`src/source/alu_pkg.sv`:
```
// ------------------
// Shared widths and sizes of the ALU subsystem
// Operation and core state encodings
// ------------------
package alu_pkg;

    // Data path widths
    localparam int CPU_WIDTH        = 32;
    localparam int CPU_DOUBLE_WIDTH = 64;
    localparam int ALU_OP_WIDTH     = 5;

    // Command buffer and credit sizing
    localparam int BUF_DEPTH     = 4;
    localparam int BUF_PTR_WIDTH = $clog2(BUF_DEPTH);
    localparam int CREDIT_WIDTH  = 3;

    typedef enum logic [ALU_OP_WIDTH-1:0] {
        ALU_ADD    = 5'h00,
        ALU_SUB    = 5'h01,
        ALU_XOR    = 5'h02,
        ALU_OR     = 5'h03,
        ALU_AND    = 5'h04,
        ALU_SLL    = 5'h05,
        ALU_SRL    = 5'h06,
        ALU_SRA    = 5'h07,
        ALU_SLT    = 5'h08,
        ALU_SLTU   = 5'h09,
        ALU_MUL    = 5'h0a,
        ALU_MULH   = 5'h0b,
        ALU_MULHU  = 5'h0c,
        ALU_MULHSU = 5'h0d,
        ALU_DIV    = 5'h0e,
        ALU_DIVU   = 5'h0f,
        ALU_REM    = 5'h10,
        ALU_REMU   = 5'h11
    } alu_op_e;

    typedef enum logic [1:0] {
        ST_IDLE,
        ST_EXEC,
        ST_MUL,
        ST_DIV
    } core_state_e;

endpackage
```
`src/source/alu_exec_top.sv`:
```
// ------------------
// ALU subsystem top: issue, command buffer,
// core and divider
// ------------------
`timescale 1ns/1ps

module alu_exec_top (
    input  logic                          clk,
    input  logic                          rst_n,
    input  logic                          op_valid_i,
    input  alu_pkg::alu_op_e              op_i,
    input  logic [alu_pkg::CPU_WIDTH-1:0] src1_i,
    input  logic [alu_pkg::CPU_WIDTH-1:0] src2_i,
    output logic                          op_ready_o,
    output logic                          res_valid_o,
    output logic [alu_pkg::CPU_WIDTH-1:0] res_o,
    output logic                          zero_o,
    output logic                          less_o
);
    import alu_pkg::*;

    // Issue to buffer
    logic                 push;
    alu_op_e              push_op;
    logic [CPU_WIDTH-1:0] push_src1;
    logic [CPU_WIDTH-1:0] push_src2;

    // Buffer to core
    logic                 buf_valid;
    alu_op_e              buf_op;
    logic [CPU_WIDTH-1:0] buf_src1;
    logic [CPU_WIDTH-1:0] buf_src2;
    logic                 pop;
    logic                 credit_return;

    // Core to divider
    logic                 div_start;
    logic                 div_signed;
    logic                 div_rem_sel;
    logic [CPU_WIDTH-1:0] dividend;
    logic [CPU_WIDTH-1:0] divisor;
    logic                 div_done;
    logic [CPU_WIDTH-1:0] div_result;

    op_issue u_op_issue (
        .clk             (clk),
        .rst_n           (rst_n),
        .op_valid_i      (op_valid_i),
        .op_i            (op_i),
        .src1_i          (src1_i),
        .src2_i          (src2_i),
        .credit_return_i (credit_return),
        .op_ready_o      (op_ready_o),
        .push_o          (push),
        .push_op_o       (push_op),
        .push_src1_o     (push_src1),
        .push_src2_o     (push_src2)
    );

    op_buffer u_op_buffer (
        .clk             (clk),
        .rst_n           (rst_n),
        .push_i          (push),
        .push_op_i       (push_op),
        .push_src1_i     (push_src1),
        .push_src2_i     (push_src2),
        .pop_i           (pop),
        .valid_o         (buf_valid),
        .op_o            (buf_op),
        .src1_o          (buf_src1),
        .src2_o          (buf_src2),
        .credit_return_o (credit_return)
    );

    alu_core u_alu_core (
        .clk           (clk),
        .rst_n         (rst_n),
        .buf_valid_i   (buf_valid),
        .buf_op_i      (buf_op),
        .buf_src1_i    (buf_src1),
        .buf_src2_i    (buf_src2),
        .div_done_i    (div_done),
        .div_result_i  (div_result),
        .pop_o         (pop),
        .div_start_o   (div_start),
        .div_signed_o  (div_signed),
        .div_rem_sel_o (div_rem_sel),
        .dividend_o    (dividend),
        .divisor_o     (divisor),
        .res_valid_o   (res_valid_o),
        .res_o         (res_o),
        .zero_o        (zero_o),
        .less_o        (less_o)
    );

    div_unit u_div_unit (
        .clk        (clk),
        .rst_n      (rst_n),
        .start_i    (div_start),
        .signed_i   (div_signed),
        .rem_i      (div_rem_sel),
        .dividend_i (dividend),
        .divisor_i  (divisor),
        .done_o     (div_done),
        .result_o   (div_result)
    );

endmodule

```
`src/source/alu_core.sv`:
```
// ------------------
// ALU core FSM: pops one operation at a time
// Single cycle ops, registered multiply, iterative divide
// ------------------
`timescale 1ns/1ps

module alu_core (
    input  logic                          clk,
    input  logic                          rst_n,
    input  logic                          buf_valid_i,
    input  alu_pkg::alu_op_e              buf_op_i,
    input  logic [alu_pkg::CPU_WIDTH-1:0] buf_src1_i,
    input  logic [alu_pkg::CPU_WIDTH-1:0] buf_src2_i,
    input  logic                          div_done_i,
    input  logic [alu_pkg::CPU_WIDTH-1:0] div_result_i,
    output logic                          pop_o,
    output logic                          div_start_o,
    output logic                          div_signed_o,
    output logic                          div_rem_sel_o,
    output logic [alu_pkg::CPU_WIDTH-1:0] dividend_o,
    output logic [alu_pkg::CPU_WIDTH-1:0] divisor_o,
    output logic                          res_valid_o,
    output logic [alu_pkg::CPU_WIDTH-1:0] res_o,
    output logic                          zero_o,
    output logic                          less_o
);
    import alu_pkg::*;

    core_state_e                 state_q;
    core_state_e                 state_d;
    alu_op_e                     op_q;
    logic [CPU_WIDTH-1:0]        src1_q;
    logic [CPU_WIDTH-1:0]        src2_q;
    logic [CPU_WIDTH-1:0]        mul_a_q;
    logic [CPU_WIDTH-1:0]        mul_b_q;
    logic                        mul_neg_q;
    logic [CPU_DOUBLE_WIDTH-1:0] product;
    logic [CPU_DOUBLE_WIDTH-1:0] product_fix;
    logic [CPU_WIDTH-1:0]        simple_res;
    logic [CPU_WIDTH-1:0]        res_d;
    logic                        is_mul;
    logic                        is_div;
    logic                        res_fire;
    logic                        slt;
    logic                        sltu;
    logic [4:0]                  shamt;

    assign is_mul = op_q inside {ALU_MUL, ALU_MULH, ALU_MULHU, ALU_MULHSU};
    assign is_div = op_q inside {ALU_DIV, ALU_DIVU, ALU_REM, ALU_REMU};
    assign shamt  = src2_q[4:0];
    assign slt    = $signed(src1_q) < $signed(src2_q);
    assign sltu   = src1_q < src2_q;

    // Only take a new op when nothing is in flight
    assign pop_o = (state_q == ST_IDLE) && buf_valid_i;

    // Divider request
    assign div_start_o   = (state_q == ST_EXEC) && is_div;
    assign div_signed_o  = (op_q == ALU_DIV) || (op_q == ALU_REM);
    assign div_rem_sel_o = (op_q == ALU_REM) || (op_q == ALU_REMU);
    assign dividend_o    = src1_q;
    assign divisor_o     = src2_q;

    // ------------------
    // Single cycle ops
    // ------------------
    always_comb begin
        case (op_q)
            ALU_ADD:  simple_res = src1_q + src2_q;
            ALU_SUB:  simple_res = src1_q - src2_q;
            ALU_XOR:  simple_res = src1_q ^ src2_q;
            ALU_OR:   simple_res = src1_q | src2_q;
            ALU_AND:  simple_res = src1_q & src2_q;
            ALU_SLL:  simple_res = src1_q << shamt;
            ALU_SRL:  simple_res = src1_q >> shamt;
            ALU_SRA:  simple_res = $unsigned($signed(src1_q) >>> shamt);
            ALU_SLT:  simple_res = {{(CPU_WIDTH-1){1'b0}}, slt};
            ALU_SLTU: simple_res = {{(CPU_WIDTH-1){1'b0}}, sltu};
            default:  simple_res = '0;
        endcase
    end

    // Product of the registered magnitudes, sign restored afterwards
    assign product     = mul_a_q * mul_b_q;
    assign product_fix = mul_neg_q ? (~product + 1'b1) : product;

    always_comb begin
        state_d  = state_q;
        res_fire = 1'b0;
        res_d    = simple_res;
        case (state_q)
            ST_IDLE: if (buf_valid_i) state_d = ST_EXEC;
            ST_EXEC: begin
                if (is_mul) begin
                    state_d = ST_MUL;
                end else if (is_div) begin
                    state_d = ST_DIV;
                end else begin
                    state_d  = ST_IDLE;
                    res_fire = 1'b1;
                end
            end
            ST_MUL: begin
                state_d  = ST_IDLE;
                res_fire = 1'b1;
                res_d    = (op_q == ALU_MUL) ? product_fix[CPU_WIDTH-1:0]
                                             : product_fix[CPU_DOUBLE_WIDTH-1:CPU_WIDTH];
            end
            ST_DIV: begin
                res_d = div_result_i;
                if (div_done_i) begin
                    state_d  = ST_IDLE;
                    res_fire = 1'b1;
                end
            end
            default: state_d = ST_IDLE;
        endcase
    end

    always_ff @(posedge clk or negedge rst_n) begin
        if (!rst_n) begin
            state_q     <= ST_IDLE;
            res_valid_o <= 1'b0;
        end else begin
            state_q     <= state_d;
            res_valid_o <= res_fire;
        end
    end

    // ------------------
    // Operands and result payload
    // ------------------
    always_ff @(posedge clk) begin
        if (pop_o) begin
            op_q   <= buf_op_i;
            src1_q <= buf_src1_i;
            src2_q <= buf_src2_i;
        end
        if (state_q == ST_EXEC && is_mul) begin
            // MUL and MULHU multiply raw operands
            mul_a_q   <= src1_q;
            mul_b_q   <= src2_q;
            mul_neg_q <= 1'b0;
            if (op_q == ALU_MULH || op_q == ALU_MULHSU) begin
                mul_a_q   <= src1_q[CPU_WIDTH-1] ? (~src1_q + 1'b1) : src1_q;
                mul_neg_q <= src1_q[CPU_WIDTH-1];
            end
            if (op_q == ALU_MULH) begin
                mul_b_q   <= src2_q[CPU_WIDTH-1] ? (~src2_q + 1'b1) : src2_q;
                mul_neg_q <= src1_q[CPU_WIDTH-1] ^ src2_q[CPU_WIDTH-1];
            end
        end
        if (res_fire) begin
            res_o  <= res_d;
            zero_o <= (state_q == ST_EXEC) && (op_q == ALU_SUB) && (simple_res == '0);
            less_o <= (state_q == ST_EXEC) && ((op_q == ALU_SLT && slt) ||
                                               (op_q == ALU_SLTU && sltu));
        end
    end

endmodule

```
`src/source/div_unit.sv`:
```
// ------------------
// Restoring radix-2 divider, 32 steps
// Signed and unsigned quotient or remainder
// ------------------
`timescale 1ns/1ps

module div_unit (
    input  logic                          clk,
    input  logic                          rst_n,
    input  logic                          start_i,
    input  logic                          signed_i,
    input  logic                          rem_i,
    input  logic [alu_pkg::CPU_WIDTH-1:0] dividend_i,
    input  logic [alu_pkg::CPU_WIDTH-1:0] divisor_i,
    output logic                          done_o,
    output logic [alu_pkg::CPU_WIDTH-1:0] result_o
);
    import alu_pkg::*;

    logic                 busy_q;
    logic [5:0]           step_q;
    logic [CPU_WIDTH-1:0] quo_q;
    logic [CPU_WIDTH-1:0] rem_q;
    logic [CPU_WIDTH-1:0] dvs_q;
    logic                 quo_neg_q;
    logic                 rem_neg_q;
    logic                 rem_sel_q;
    logic                 dvs_zero_q;
    logic [CPU_WIDTH:0]   shifted;
    logic [CPU_WIDTH:0]   trial;
    logic                 a_neg;
    logic                 b_neg;

    assign a_neg = signed_i && dividend_i[CPU_WIDTH-1];
    assign b_neg = signed_i && divisor_i[CPU_WIDTH-1];

    // Bring down next dividend bit and try a subtract
    assign shifted = {rem_q, quo_q[CPU_WIDTH-1]};
    assign trial   = shifted - {1'b0, dvs_q};

    always_ff @(posedge clk or negedge rst_n) begin
        if (!rst_n) begin
            busy_q <= 1'b0;
            step_q <= '0;
            done_o <= 1'b0;
        end else begin
            done_o <= 1'b0;
            if (start_i && !busy_q) begin
                busy_q <= 1'b1;
                step_q <= '0;
            end else if (busy_q) begin
                step_q <= step_q + 1'b1;
                if (step_q == 6'(CPU_WIDTH)) begin
                    busy_q <= 1'b0;
                    done_o <= 1'b1;
                end
            end
        end
    end

    // ------------------
    // Data path
    // ------------------
    always_ff @(posedge clk) begin
        if (start_i && !busy_q) begin
            quo_q      <= a_neg ? (~dividend_i + 1'b1) : dividend_i;
            dvs_q      <= b_neg ? (~divisor_i + 1'b1) : divisor_i;
            rem_q      <= '0;
            quo_neg_q  <= a_neg ^ b_neg;
            rem_neg_q  <= a_neg;
            rem_sel_q  <= rem_i;
            dvs_zero_q <= (divisor_i == '0);
        end else if (busy_q && step_q != 6'(CPU_WIDTH)) begin
            if (!trial[CPU_WIDTH]) begin
                rem_q <= trial[CPU_WIDTH-1:0];
                quo_q <= {quo_q[CPU_WIDTH-2:0], 1'b1};
            end else begin
                rem_q <= shifted[CPU_WIDTH-1:0];
                quo_q <= {quo_q[CPU_WIDTH-2:0], 1'b0};
            end
        end else if (busy_q) begin
            // Sign fix, the overflow case falls out of the magnitudes
            if (rem_sel_q) begin
                result_o <= rem_neg_q ? (~rem_q + 1'b1) : rem_q;
            end else if (dvs_zero_q) begin
                result_o <= '1;
            end else begin
                result_o <= quo_neg_q ? (~quo_q + 1'b1) : quo_q;
            end
        end
    end

endmodule

```
`src/source/op_buffer.sv`:
```
// ------------------
// Command FIFO between issue stage and core
// Returns one credit per pop
// ------------------
`timescale 1ns/1ps

module op_buffer (
    input  logic                          clk,
    input  logic                          rst_n,
    input  logic                          push_i,
    input  alu_pkg::alu_op_e              push_op_i,
    input  logic [alu_pkg::CPU_WIDTH-1:0] push_src1_i,
    input  logic [alu_pkg::CPU_WIDTH-1:0] push_src2_i,
    input  logic                          pop_i,
    output logic                          valid_o,
    output alu_pkg::alu_op_e              op_o,
    output logic [alu_pkg::CPU_WIDTH-1:0] src1_o,
    output logic [alu_pkg::CPU_WIDTH-1:0] src2_o,
    output logic                          credit_return_o
);
    import alu_pkg::*;

    alu_op_e                 op_mem   [BUF_DEPTH];
    logic [CPU_WIDTH-1:0]    src1_mem [BUF_DEPTH];
    logic [CPU_WIDTH-1:0]    src2_mem [BUF_DEPTH];

    logic [BUF_PTR_WIDTH-1:0] wr_ptr_q;
    logic [BUF_PTR_WIDTH-1:0] rd_ptr_q;
    logic [CREDIT_WIDTH-1:0]  count_q;

    // Head entry seen directly by the core
    assign valid_o = (count_q != '0);
    assign op_o    = op_mem[rd_ptr_q];
    assign src1_o  = src1_mem[rd_ptr_q];
    assign src2_o  = src2_mem[rd_ptr_q];

    always_ff @(posedge clk) begin
        if (push_i) begin
            op_mem[wr_ptr_q]   <= push_op_i;
            src1_mem[wr_ptr_q] <= push_src1_i;
            src2_mem[wr_ptr_q] <= push_src2_i;
        end
    end

    // ------------------
    // Pointers and occupancy
    // ------------------
    always_ff @(posedge clk or negedge rst_n) begin
        if (!rst_n) begin
            wr_ptr_q        <= '0;
            rd_ptr_q        <= '0;
            count_q         <= '0;
            credit_return_o <= 1'b0;
        end else begin
            if (push_i) wr_ptr_q <= wr_ptr_q + 1'b1;
            if (pop_i)  rd_ptr_q <= rd_ptr_q + 1'b1;
            case ({push_i, pop_i})
                2'b10:   count_q <= count_q + 1'b1;
                2'b01:   count_q <= count_q - 1'b1;
                default: count_q <= count_q;
            endcase
            // Freed slot goes back to the issue stage
            credit_return_o <= pop_i;
        end
    end

endmodule

```
`src/source/op_issue.sv`:
```
// ------------------
// Issue stage with credit counter
// Accepts operations and forwards them one cycle later
// ------------------
`timescale 1ns/1ps

module op_issue (
    input  logic                          clk,
    input  logic                          rst_n,
    input  logic                          op_valid_i,
    input  alu_pkg::alu_op_e              op_i,
    input  logic [alu_pkg::CPU_WIDTH-1:0] src1_i,
    input  logic [alu_pkg::CPU_WIDTH-1:0] src2_i,
    input  logic                          credit_return_i,
    output logic                          op_ready_o,
    output logic                          push_o,
    output alu_pkg::alu_op_e              push_op_o,
    output logic [alu_pkg::CPU_WIDTH-1:0] push_src1_o,
    output logic [alu_pkg::CPU_WIDTH-1:0] push_src2_o
);
    import alu_pkg::*;

    logic [CREDIT_WIDTH-1:0] credits_q;
    logic                    accept;

    // One free buffer slot per credit
    assign op_ready_o = (credits_q != '0);
    assign accept     = op_valid_i && op_ready_o;

    // ------------------
    // Credit counter
    // ------------------
    always_ff @(posedge clk or negedge rst_n) begin
        if (!rst_n) begin
            credits_q <= CREDIT_WIDTH'(BUF_DEPTH);
        end else begin
            case ({accept, credit_return_i})
                2'b10:   credits_q <= credits_q - 1'b1;
                2'b01:   credits_q <= credits_q + 1'b1;
                default: credits_q <= credits_q;
            endcase
        end
    end

    always_ff @(posedge clk or negedge rst_n) begin
        if (!rst_n) begin
            push_o <= 1'b0;
        end else begin
            push_o <= accept;
        end
    end

    // Operation payload, captured on acceptance
    always_ff @(posedge clk) begin
        if (accept) begin
            push_op_o   <= op_i;
            push_src1_o <= src1_i;
            push_src2_o <= src2_i;
        end
    end

endmodule

```
`config.mk`:
```
export PLATFORM = sky130hd
export DESIGN_NAME = alu_exec_top
export DESIGN_NICKNAME = d
export VERILOG_FILES = /design/src/source/alu_pkg.sv /design/src/source/alu_exec_top.sv /design/src/source/alu_core.sv /design/src/source/div_unit.sv /design/src/source/op_buffer.sv /design/src/source/op_issue.sv
export SDC_FILE = /design/constraint.sdc
export NUM_CORES = 2
export LEC_CHECK = 0
export BUFFER_PORTS_ARGS = -buffer_cell sky130_fd_sc_hd__buf_2
export CAP_MARGIN = 20
export CORE_MARGIN = 4
export CORE_UTILIZATION = 55
export CTS_CLUSTER_DIAMETER = 80
export DETAILED_ROUTE_END_ITERATION = 6
export PLACE_DENSITY = 0.83
export REMOVE_ABC_BUFFERS = 1
export SETUP_SLACK_MARGIN = 0.1
export SLEW_MARGIN = 20
export SYNTH_ARGS = -nofsm -noshare
export SYNTH_HDL_FRONTEND = slang
export SYNTH_SLANG_ARGS = --single-unit
```
`constraint.sdc`:
```
create_clock -name clk -period 10.2 [get_ports clk]
set_clock_uncertainty 0.15 [all_clocks]
set_input_delay 1.53 -clock clk [delete_from_list [all_inputs] [get_ports clk]]
set_output_delay 1.53 -clock clk [all_outputs]
set_load 0.05 [all_outputs]
```
==> impl_metrics.py <==
metrics = {
    "clock_tree": {
        "cts_tree": "built",
        "ctsHoldBuffers": 0,
        "cts_max_level": 3,
        "clk_pin_slew_ns": 0.06,
        "clkLatencyLatePin_ns": 0.69,
        "clock_sinks": 668,
        "root_buffer": "clkbuf_16",
        "cts-buffers-inserted": 74,
        "clockBufferDepth": 3,
    },
    "timing": {
        "worst_slack_ns": 0.370,
        "finalCritPeriodShare_pct": 96.4,
        "drv_slew": 0,
        "rsz0062_at_grt": "false",
        "slew_headroom_pct": 16.7,
        "fmax_mhz": 102,
        "finalSetupTns_ns": 0,
        "fin_crit_ns": 9.83,
        "setup_viol": 0,
        "worst_slew_pin_slew_ns": 1.24,
        "finalHoldViolCount": 0,
    },
    "critical_path": {
        "timing.rr.end": "u_alu_core.res_o[24]$_DFFE_PP_",
        "required_ns": 10.49,
        "rrSetupSlack_ns": 0.37,
        "timing.reg2reg.worst_path_depth": 27,
        "cp_slowest_cell": "edfxtp_1",
        "cp_max_fo": 17,
        "critical_path.most_common_cell": "fa_1",
        "arrival_ns": 10.12,
        "max_stage_delay_ns": 0.77,
        "worstSetupStartpointType": "register",
        "endpoint_kind": "register",
        "r2r_start": "u_alu_core.mul_b_q[21]$_DFFE_PP_",
        "crit_start": "u_alu_core.mul_b_q[21]$_DFFE_PP_",
        "path_class": "reg2reg",
    },
    "final_layout": {
        "layout-drive-gt1-share_pct": 9.02,
        "fillCellCount": 10600,
        "syn_to_final_growth_pct": 7.68,
        "layout.nets": 8639,
    },
    "floorplanning": {
        "start_util_pct": 55.4,
        "die_y_um": 372,
        "dieArea_mm2": 0.138,
        "core_mm2": 0.132,
        "pin_count": 108,
        "row_count": 133,
        "die-width_um": 372,
    },
    "min_path": {
        "hold_start": "u_op_buffer.count_q[2]$_DFFE_PN0P_",
        "hold_depth": 1,
        "hold_end": "u_op_buffer.count_q[2]$_DFFE_PN0P_",
        "hold_class": "reg2reg",
    },
    "drt": {
        "drcViolationCount": 9,
        "final_antenna_net_count": 0,
        "num_vias": 56100,
        "dr.pass1.iters": 7,
        "viasPerCell": 6.18,
        "routed_wl_um": 227000,
        "drtIter0Drc": 6058,
        "wl_per_cell_um": 25.0,
    },
    "logic_synthesis": {
        "synth_top_area_share_pct": 25.2,
        "yosys_warnings": 0,
        "ys_top_cells_by_area": "edfxtp_1, fa_1, ha_1",
        "synth-seq-cells": 668,
        "synth_cell_type_count": 91,
        "syn-mean-instance-area_um2": 10.0,
        "synth-seq-area-share_pct": 26.9,
        "synth_area_mm2": 0.0729,
        "synth_ff_type": "edfxtp_1",
        "synthCells": 7270,
        "async_flop_share_pct": 3.44,
        "synth_edf_count": 613,
        "yosysTopAreaCell": "edfxtp_1",
    },
    "global_route": {
        "grt-ovfl-total": 0,
        "antenna_found_initial": 12,
        "grt_max_degree": 87,
        "grt_pass1_vias": 57800,
        "grtUsageTotal_pct": 32.9,
        "grt_pass1_wl_um": 346000,
    },
    "place": {
        "place_ws_ns": 0.170,
        "dpl.hpwl_um": 178000,
        "io_buffers": 107,
        "place.gp.congestion": 1.09,
    },
    "power": {
        "peakVddDrop_v": 0.000190,
        "powerDensity_mw_per_mm2": 71.2,
        "leakage_nw": 33.7,
        "power_mw": 5.59,
    },
    "outcome": {
        "outcome": "finished, violations left",
        "violations": "design-rule violations",
    },
    "flow_run": {
        "maxCapViolCount": 0,
    },
}
[through the flow]
step | hold WS (ns) | area [um2] | utilization (%) | std cells
floorplan | 0.293 | 71200 | - | 6834
global placement | 0.307 | 75500 | 57.4 | 8885
detailed placement | 0.332 | 75500 | 57.4 | 8885
CTS | 0.340 | 77900 | 59.2 | 9022
global route | 0.362 | 78500 | 59.6 | 9076
finish | 0.342 | 78500 | 59.7 | 9080
[power by group]
| part | internal, mW | switching (mW) | leakage (nW) | total, mW |
|---|---|---|---|---|
| Combinational | 0.00935 | 0.00582 | 26.6 | 0.0152 |
| Clock | 1.46 | 1.17 | 1.13 | 2.63 |
| Sequential | 2.95 | 0 | 5.96 | 2.95 |
| Total | 4.42 | 1.17 | 33.7 | 5.59 |
[cells in the final DEF, fill, tap and decap left out, types with 42 or more instances in the layout]
cell type,instances
a22oi_1,47
nor3_1,74
xor2_1,109
nand2_1,805
inv_1,1048
o21ai_0,257
xnor2_1,215
a21oi_1,277
ha_1,407
fa_1,901
nor2_1,338
buf_2,108
edfxtp_1,613
and2_1,598
mux2i_1,81
mux4_2,106
a21o_1,65
nand3_1,71
nand4_1,42
buf_4,216
clkbuf_16,74
or3_1,51
[layout make-up]
class | count | area, um2 | area share, %
inverters | 1053 | 3950 | 5.03
repair buffers | 349 | 2580 | 3.29
clock inverters | 41 | 420 | 0.535
flip-flops and latches | 668 | 19600 | 25.0
clock buffers | 96 | 1950 | 2.49
multi-input cells | 5113 | 47800 | 60.8
well taps | 1755 | 2200 | 2.80
diodes | 5 | 12.5 | 0.0159
[worst max-delay path, delay by kind of cell (launching register included)]
kind | cells | cell delay (ns)
AO/OA/AOI/OAI | 7 | 2.13
XOR/XNOR | 2 | 0.43
adder cells (fa/ha/maj) | 9 | 4.43
buffers and inverters | 4 | 0.26
flip-flops | 1 | 0.77
AND/OR/NAND/NOR | 5 | 1.43
[how the worst max path moves through the flow]
| stage | to | cells after the start | slack, ns |
|---|---|---|---|
| finish | u_alu_core.res_o[24]$_DFFE_PP_ | 27 | 0.37 |
| floorplan | u_alu_core.res_o[24]$_DFFE_PP_ | 29 | 1.09 |
| CTS | u_alu_core.res_o[30]$_DFFE_PP_ | 27 | 0.16 |
| detailed placement | u_alu_core.res_o[27]$_DFFE_PP_ | 28 | 0.17 |
| global placement | u_alu_core.res_o[30]$_DFFE_PP_ | 27 | 0.23 |
| global route | u_alu_core.res_o[31]$_DFFE_PP_ | 30 | 0.07 |
[registers in the layout, indices dropped and copies added (netlist names), 20 cells and up]
signal and count:
u_op_buffer.src1_mem 128, u_op_buffer.src2_mem 128, u_alu_core.dividend_o 32, u_alu_core.divisor_o 32, u_alu_core.mul_a_q 32, u_alu_core.mul_b_q 32
u_alu_core.res_o 32, u_div_unit.dvs_q 32, u_div_unit.quo_q 32, u_div_unit.rem_q 32, u_div_unit.result_o 32, u_op_issue.push_src1_o 32
u_op_issue.push_src2_o 32, u_op_buffer.op_mem 20
[synthesized netlist by cell type, types with 27 or more instances]
cell	instances
inv_1	1050
fa_1	901
nand2_1	805
edfxtp_1	613
and2_1	603
ha_1	407
clkbuf_1	381
nor2_1	343
a21oi_1	278
o21ai_0	258
xnor2_1	216
xor2_1	109
mux4_2	106
mux2i_1	81
nor3_1	77
nand3_1	71
a21o_1	65
or3_1	51
a22oi_1	47
nand4_1	42
o31ai_1	41
a31oi_1	36
a211oi_1	35
dfxtp_1	32
buf_1	30
nand2b_1	28
o211ai_1	28
and3_1	27
[cell families (layout without fill, tap and decap cells)]
kind of cell / Yosys count / count (layout) / share of synthesized area (%)
buffers and inverters: 1489 / 1539 / 7.77
multiplexers: 224 / 224 / 5.37
AO/OA/AOI/OAI: 1061 / 1061 / 9.43
flip-flops: 668 / 668 / 26.9
XOR/XNOR: 325 / 325 / 3.90
AND/OR/NAND/NOR: 2195 / 2195 / 14.9
other: 0 / 5 / 0
adder cells (fa/ha/maj): 1308 / 1308 / 31.7
[repair_timing]
item / CTS / global route
buffers inserted: 0 / 53
setup endpoints to repair: 0 / 22
gates resized for setup: 0 / 16
[per-layer routing]
metal / track usage [%] / part of all wire, % / vias up
met4: 14.5 / 5.5 / 10
met2: 53.4 / 47 / 3154
met5: 0 / 0.025 / -
li1: - / - / 24100
met1: 42.4 / 37 / 28200
met3: 7.59 / 11 / 675
No activity file was read; power rests on OpenSTA's default activity.
